[src/hw/kv_cfg_pkg.sv]
// --------------------------------------------------------------------
// Key vault configuration constants: array sizes, client defaults,
// register map, KEY_CTRL and CLEAR_SECRETS bit positions, and the
// debug flush patterns. Referenced by scoped name from the RTL.
// --------------------------------------------------------------------
package kv_cfg_pkg;

    // array geometry
    parameter int KV_NUM_KEYS   = 8;
    parameter int KV_NUM_DWORDS = 16;
    parameter int KV_ENTRY_W    = 3;
    parameter int KV_DWORD_W    = 4;

    // default client counts for the top level
    parameter int KV_NUM_READ_DEF  = 3;
    parameter int KV_NUM_WRITE_DEF = 2;

    // width of the per-entry dest_valid mask, caps the read client count
    parameter int KV_MAX_READ = 4;

    // entry routed to the signing key output
    parameter int KV_ENTRY_FOR_SIGNING = 7;

    // flush patterns, chosen by sel_debug_value
    parameter logic [31:0] KV_DEBUG_VALUE_0 = 32'haaaa_aaaa;
    parameter logic [31:0] KV_DEBUG_VALUE_1 = 32'h5555_5555;

    // register map
    parameter int KV_REG_AW = 8;
    parameter logic [KV_REG_AW-1:0] KV_ADDR_KEY_CTRL_BASE = 8'h00;
    parameter logic [KV_REG_AW-1:0] KV_ADDR_CLEAR_SECRETS = 8'h40;

    // KEY_CTRL fields
    parameter int KV_CTRL_LOCK_WR_BIT    = 0;
    parameter int KV_CTRL_LOCK_USE_BIT   = 1;
    parameter int KV_CTRL_CLEAR_BIT      = 2;
    parameter int KV_CTRL_DEST_VALID_LSB = 4;
    parameter int KV_CTRL_LAST_DWORD_LSB = 8;

    // CLEAR_SECRETS fields
    parameter int KV_CLR_WR_DEBUG_BIT  = 0;
    parameter int KV_CLR_SEL_DEBUG_BIT = 1;

endpackage

[src/hw/kv_if_pkg.sv]
// --------------------------------------------------------------------
// Key vault interface types: client write and read requests with
// their responses, the firmware register request, and the control
// state kept per key entry.
// --------------------------------------------------------------------
package kv_if_pkg;

    // crypto client write, one dword per cycle
    typedef struct packed {
        logic                                write_en;
        logic [kv_cfg_pkg::KV_ENTRY_W-1:0]   write_entry;
        logic [kv_cfg_pkg::KV_DWORD_W-1:0]   write_offset;
        logic [31:0]                         write_data;
        logic [kv_cfg_pkg::KV_MAX_READ-1:0]  write_dest_valid;
    } kv_write_t;

    typedef struct packed {
        logic error;
    } kv_wr_resp_t;

    // crypto client read, answered combinationally
    typedef struct packed {
        logic [kv_cfg_pkg::KV_ENTRY_W-1:0] read_entry;
        logic [kv_cfg_pkg::KV_DWORD_W-1:0] read_offset;
    } kv_read_t;

    typedef struct packed {
        logic [31:0] read_data;
        logic        last;
        logic        error;
    } kv_rd_resp_t;

    // control state of one key entry
    typedef struct packed {
        logic                                lock_wr;
        logic                                lock_use;
        logic [kv_cfg_pkg::KV_MAX_READ-1:0]  dest_valid;
        logic [kv_cfg_pkg::KV_DWORD_W-1:0]   last_dword;
    } kv_entry_ctrl_t;

    // single-cycle firmware register access
    typedef struct packed {
        logic                               req;
        logic                               write;
        logic [kv_cfg_pkg::KV_REG_AW-1:0]   addr;
        logic [31:0]                        wdata;
    } kv_reg_req_t;

endpackage

[src/hw/kv_ctrl.sv]
// --------------------------------------------------------------------
// Key vault control. Decodes firmware register accesses, keeps the
// sticky locks, dest_valid and last_dword of every entry, and turns
// client writes, clears and flushes into strobes for the storage.
// --------------------------------------------------------------------
`timescale 1ns/1ps

module kv_ctrl #(
    parameter int NUM_READ  = kv_cfg_pkg::KV_NUM_READ_DEF,
    parameter int NUM_WRITE = kv_cfg_pkg::KV_NUM_WRITE_DEF
) (
    input  logic                                                  clk,
    input  logic                                                  rst_n_i,
    input  kv_if_pkg::kv_reg_req_t                                reg_req_i,
    input  logic                                                  debug_unlock_i,
    input  kv_if_pkg::kv_write_t [NUM_WRITE-1:0]                  kv_write_i,
    output logic [31:0]                                           reg_rdata_o,
    output logic                                                  reg_err_o,
    output kv_if_pkg::kv_wr_resp_t [NUM_WRITE-1:0]                kv_wr_resp_o,
    output kv_if_pkg::kv_entry_ctrl_t [kv_cfg_pkg::KV_NUM_KEYS-1:0] entry_ctrl_o,
    output logic [kv_cfg_pkg::KV_NUM_KEYS-1:0]                    entry_wr_allow_o,
    output logic [kv_cfg_pkg::KV_NUM_KEYS-1:0]                    clear_pulse_o,
    output logic [kv_cfg_pkg::KV_NUM_KEYS-1:0]                    flush_en_o,
    output logic [31:0]                                           flush_value_o
);

    localparam int NK = kv_cfg_pkg::KV_NUM_KEYS;
    localparam int MR = kv_cfg_pkg::KV_MAX_READ;

    logic [kv_cfg_pkg::KV_REG_AW-1:0]  key_off;
    logic [kv_cfg_pkg::KV_ENTRY_W-1:0] key_sel;
    logic                              key_hit;
    logic                              clr_hit;
    logic                              key_wr;
    logic                              clr_wr;
    logic                              wr_debug_pulse;
    logic                              sel_debug_q;
    logic                              sel_debug_d;
    logic [NK-1:0]                     entry_locked;
    logic [MR-1:0]                     read_mask;

    kv_if_pkg::kv_entry_ctrl_t [NK-1:0] entry_q;
    kv_if_pkg::kv_entry_ctrl_t [NK-1:0] entry_d;

    // address decode, KEY_CTRL registers are dword spaced from the base
    always_comb begin
        key_off = reg_req_i.addr - kv_cfg_pkg::KV_ADDR_KEY_CTRL_BASE;
        key_hit = (key_off < (NK * 4)) && (key_off[1:0] == 2'b00);
        key_sel = key_off[kv_cfg_pkg::KV_ENTRY_W+1:2];
        clr_hit = (reg_req_i.addr == kv_cfg_pkg::KV_ADDR_CLEAR_SECRETS);
        key_wr  = reg_req_i.req & reg_req_i.write & key_hit;
        clr_wr  = reg_req_i.req & reg_req_i.write & clr_hit;
    end

    // register read path and unmapped access error
    always_comb begin
        reg_rdata_o = '0;
        reg_err_o   = reg_req_i.req & ~(key_hit | clr_hit);
        if (reg_req_i.req && !reg_req_i.write && key_hit) begin
            reg_rdata_o[kv_cfg_pkg::KV_CTRL_LOCK_WR_BIT]  = entry_q[key_sel].lock_wr;
            reg_rdata_o[kv_cfg_pkg::KV_CTRL_LOCK_USE_BIT] = entry_q[key_sel].lock_use;
            reg_rdata_o[kv_cfg_pkg::KV_CTRL_DEST_VALID_LSB +: MR] = entry_q[key_sel].dest_valid;
            reg_rdata_o[kv_cfg_pkg::KV_CTRL_LAST_DWORD_LSB +: kv_cfg_pkg::KV_DWORD_W] =
                entry_q[key_sel].last_dword;
        end else if (reg_req_i.req && !reg_req_i.write && clr_hit) begin
            reg_rdata_o[kv_cfg_pkg::KV_CLR_SEL_DEBUG_BIT] = sel_debug_q;
        end
    end

    // a flush written together with a new selection uses the new pattern
    always_comb begin
        wr_debug_pulse = clr_wr & reg_req_i.wdata[kv_cfg_pkg::KV_CLR_WR_DEBUG_BIT];
        sel_debug_d    = clr_wr ? reg_req_i.wdata[kv_cfg_pkg::KV_CLR_SEL_DEBUG_BIT] : sel_debug_q;
        flush_value_o  = sel_debug_d ? kv_cfg_pkg::KV_DEBUG_VALUE_1 :
                                       kv_cfg_pkg::KV_DEBUG_VALUE_0;
    end

    // only the configured read clients may be granted access
    always_comb begin
        for (int i = 0; i < MR; i++) begin
            read_mask[i] = (i < NUM_READ);
        end
    end

    // clear and flush strobes, debug unlock overrides the locks
    always_comb begin
        for (int e = 0; e < NK; e++) begin
            entry_locked[e]  = entry_q[e].lock_wr | entry_q[e].lock_use;
            clear_pulse_o[e] = key_wr & (key_sel == e) &
                               reg_req_i.wdata[kv_cfg_pkg::KV_CTRL_CLEAR_BIT] & ~entry_locked[e];
            flush_en_o[e]    = debug_unlock_i | (wr_debug_pulse & ~entry_locked[e]);
        end
    end

    // client write error when the target entry has either lock set
    always_comb begin
        for (int c = 0; c < NUM_WRITE; c++) begin
            kv_wr_resp_o[c].error = kv_write_i[c].write_en &
                                    entry_locked[kv_write_i[c].write_entry];
        end
    end

    // next control state per entry
    always_comb begin
        logic                            wr_hit;
        logic [MR-1:0]                   dv_next;
        logic [kv_cfg_pkg::KV_DWORD_W-1:0] last_next;

        entry_d = entry_q;
        for (int e = 0; e < NK; e++) begin
            wr_hit    = 1'b0;
            dv_next   = '0;
            last_next = '0;
            // OR over all writers targeting this entry
            for (int c = 0; c < NUM_WRITE; c++) begin
                if (kv_write_i[c].write_en && (kv_write_i[c].write_entry == e)) begin
                    wr_hit    = 1'b1;
                    dv_next   = dv_next | kv_write_i[c].write_dest_valid;
                    last_next = last_next | kv_write_i[c].write_offset;
                end
            end
            entry_wr_allow_o[e] = wr_hit & ~entry_locked[e];

            // locks only ever get set, reset is the way out
            if (key_wr && (key_sel == e)) begin
                entry_d[e].lock_wr  = entry_q[e].lock_wr |
                                      reg_req_i.wdata[kv_cfg_pkg::KV_CTRL_LOCK_WR_BIT];
                entry_d[e].lock_use = entry_q[e].lock_use |
                                      reg_req_i.wdata[kv_cfg_pkg::KV_CTRL_LOCK_USE_BIT];
            end

            if (clear_pulse_o[e]) begin
                entry_d[e].dest_valid = '0;
                entry_d[e].last_dword = '0;
            end else if (entry_wr_allow_o[e]) begin
                entry_d[e].dest_valid = dv_next & read_mask;
                entry_d[e].last_dword = last_next;
            end
        end
    end

    always_ff @(posedge clk or negedge rst_n_i) begin
        if (!rst_n_i) begin
            entry_q     <= '0;
            sel_debug_q <= 1'b0;
        end else begin
            entry_q     <= entry_d;
            sel_debug_q <= sel_debug_d;
        end
    end

    assign entry_ctrl_o = entry_q;

endmodule

[config.mk]
export PLATFORM = sky130hd
export DESIGN_NAME = kv_ctrl
export DESIGN_NICKNAME = d
export VERILOG_FILES = /design/src/hw/kv_cfg_pkg.sv /design/src/hw/kv_if_pkg.sv /design/src/hw/kv_ctrl.sv
export SDC_FILE = /design/constraint.sdc
export NUM_CORES = 1
export LEC_CHECK = 0
export ABC_AREA = 1
export BUFFER_PORTS_ARGS = -buffer_cell sky130_fd_sc_hd__buf_4
export CAP_MARGIN = 15
export CORE_MARGIN = 3
export CORE_UTILIZATION = 40
export CTS_CLUSTER_DIAMETER = 40
export DETAILED_ROUTE_END_ITERATION = 10
export GPL_ROUTABILITY_DRIVEN = 0
export GPL_TIMING_DRIVEN = 0
export PLACE_DENSITY = 0.73
export SLEW_MARGIN = 10
export SYNTH_ARGS = -nofsm -noshare
export SYNTH_HDL_FRONTEND = slang
export SYNTH_SLANG_ARGS = --single-unit
[constraint.sdc]
create_clock -name clk -period 3.25 [get_ports clk]
set_input_delay 0.8125 -clock clk [delete_from_list [all_inputs] [get_ports clk]]
set_output_delay 0.8125 -clock clk [all_outputs]
set_load 0.02 [all_outputs]
==> flow_metrics.tcl <==
set metrics [dict create \
    synth_top_flop_cell "dfrtp_1" \
    final_util 0.5542 \
    syn2layout_area_growth_pct 32.65 \
    powerDensity_nw_per_um2 326.8 \
    rsz0062_at_grt "no" \
    core_um2 13560 \
    dpl.hpwl_um 16470 \
    synth.area.top_cells "dfrtp_1 32%, nand2_1 17%, nand3_1 13%, buf_4 9.5%, nor2_1 6.3%" \
    worstHoldPathType "flop to flop" \
    synth_cell_type_count 30 \
    drv_cap 0 \
    synth_top_area_cell "dfrtp_1" \
    async_flop_share 1.000 \
    ys_seq_elements 73 \
    vias 6638 \
    critPathArrivalTime_ns 2.30 \
    chipHeight_um 125.0 \
    setup_violations 0 \
    drive_gt1_frac 0.2824 \
    finalClockSkew_ns 0.002927 \
    fill_cells 1428 \
    grt_use_met1 0.3760 \
    antenna_found_initial 0 \
    period_minus_slack_ns 3.116 \
    cts_tree "done" \
    crit_path_start "reg_req_i[34]" \
    status "completed" \
    drt-total-wl_um 21430 \
    vias_per_cell 5.285 \
    dieArea_um2 15620 \
    finalWorstSetupSlack_ns 0.1341 \
    cp.buffers_inverters 4 \
    grt_max_degree 74 \
    grt_pass1_vias 5961 \
    die_w_um 125.0 \
    grt.overflow.total 0 \
    ctsHoldBuffers 0 \
    diodes 0 \
    yosys.area.top_type_share 0.3225 \
    synth.most_common_cell "nand2_1" \
    drt_iter0_markers 1002 \
    slew-limit-headroom 0.3648 \
    numCtsBuffers 9 \
    htreeDepth 3 \
    io_buffers 161 \
    grt_pass1_wl_um 33110 \
    fin_nets 1208 \
    clock_path_buffers 2 \
    drc 0 \
    synthesis.area_um2 5664 \
    end_kind "output port" \
    reg2reg_from "entry_ctrl_o[49]" \
    slowest_delay_ns 0.24 \
    ant_nets 0 \
    syn_inst 873 \
    max_freq_mhz 320.9 \
    pre_cts_ws_ns -0.1163 \
    start_util 0.4178 \
    crit_chain "buf_4 > nor2_4 > nand2_1 > nor3_4 > buf_4 > nand3_1 > nand2_4 > buf_4 > buf_4" \
    path_clk_slew_ns 0.06 \
    wl_per_cell_um 17.06 \
    p_leak_nw 4.032 \
    rrSetupSlack_ns 1.43 \
    cpLargestDelayFamily "simple AND/OR/NAND/NOR gates" \
    crit_required_ns 2.44 \
    tns_ns 0 \
    synth_warnings 0 \
    met2_usage 0.4030 \
    clk_latency_ns 0.34 \
    final-max-slew-violation-count 0 \
    synth_edf_count 0 \
    vdd_drop_max_mv 0.1814 \
    yosysSeqAreaShare 0.3225 \
    use_met3 0.05714 \
    grt.busiest_layer "met2" \
    cp_slowest_cell "nor3_4" \
    finalHoldViolations 0 \
    cts_root_buf "clkbuf_16" \
    critical_path_class "input pin to output port" \
    syn_area_per_cell_um2 6.488 \
    placed_area_um2 7206 \
    grt_usage 0.2653 \
    worst_slew_pin_slew_ns 0.9529 \
    fin_area_um2 7513 \
    hold_path.startpoint "entry_ctrl_o[38]" \
    layout_worst_path_cycle_share 0.9587 \
    startpoint_type "input pin" \
    cpMostUsedCell "buf_4" \
    first_pass_iters 6 \
    cp_max_fo 17 \
    synthTopCellsByCount "249 x nand2_1, 146 x nand3_1, 95 x nor2_1" \
    whs_ns 0.5264 \
    cts_sinks 73 \
    num_io_pins 304 \
    rows 42 \
]
cells by family (layout without fill, tap and decap cells):
group | Yosys count | count (layout) | share of synthesized area
AO/OA/AOI/OAI | 98 | 98 | 0.09388
flip-flops | 73 | 73 | 0.3225
AND/OR/NAND/NOR | 539 | 539 | 0.4219
buffers and inverters | 162 | 339 | 0.1610
other | 1 | 31 | 0.0006621
per-stage QoR:
step           total power, mW  cells
4_1_cts                  2.458   1256
3_5_place_dp             1.457   1240
3_3_place_gp             1.454   1240
6_report                 2.456   1256
2_1_floorplan            1.276    903
5_1_grt                  2.548   1256
worst paths after layout:
check,to,cells past startpoint
worst max-delay path,flush_value_o[0],9
min in group asynchronous,entry_ctrl_o[29],1
worst min register to register,entry_ctrl_o[38],2
worst max register to register,entry_ctrl_o[41],4
max in group asynchronous,entry_ctrl_o[42],1
worst min-delay path,entry_ctrl_o[38],2
worst register-to-register path: stages (launching register included):
cell     delay [ns]
dfrtp_1        0.42
nor2_1         0.57
nand2_1        0.19
nor2_2         0.41
a21oi_1        0.09
registers in the layout, indices dropped and copies added (netlist names):
register	flops
sel_debug_q	1
entry_ctrl_o	72
metal layers:
layer  wire (um)  part of all wire
met4         700             0.033
met3        2255              0.11
met5           0                 0
met1        8791              0.41
met2        9684              0.45
report_power, final:
group | internal (mW) | switching, mW
logic | 0.174 | 0.337
registers | 0.924 | 0.0162
clock network | 0.614 | 0.390
what timing repair did:
item	CTS	global route
buffers inserted	0	0
endpoints found under the setup margin	31	31
resized for setup	2	3
cell type report:
cell class | instances | area [um^2] | area share
multi-input cells | 668 | 3054 | 0.4065
flip-flops and latches | 73 | 1827 | 0.2431
repair buffers | 161 | 1209 | 0.1609
plain buffers | 111 | 720.7 | 0.09592
clock buffers | 13 | 250.2 | 0.03331
well taps | 176 | 220.2 | 0.02931
inverters | 51 | 192.7 | 0.02565
clock inverters | 3 | 40.04 | 0.005329
cells in the final DEF, fill, tap and decap left out, drive strengths merged:
| cell type | n |
|---|---|
| nor3b | 1 |
| dfrtp | 73 |
| nand2 | 261 |
| o21ai | 15 |
| a21boi | 1 |
| o21bai | 8 |
| o22ai | 7 |
| nand3 | 148 |
| nand4 | 9 |
| nor4 | 5 |
| buf | 252 |
| nor2 | 113 |
| bufinv | 1 |
| clkinv | 4 |
| inv | 49 |
| clkbuf | 33 |
| a22oi | 4 |
| nor3 | 2 |
| conb | 31 |
| a21oi | 63 |
No activity file was read; power rests on OpenSTA's default activity.
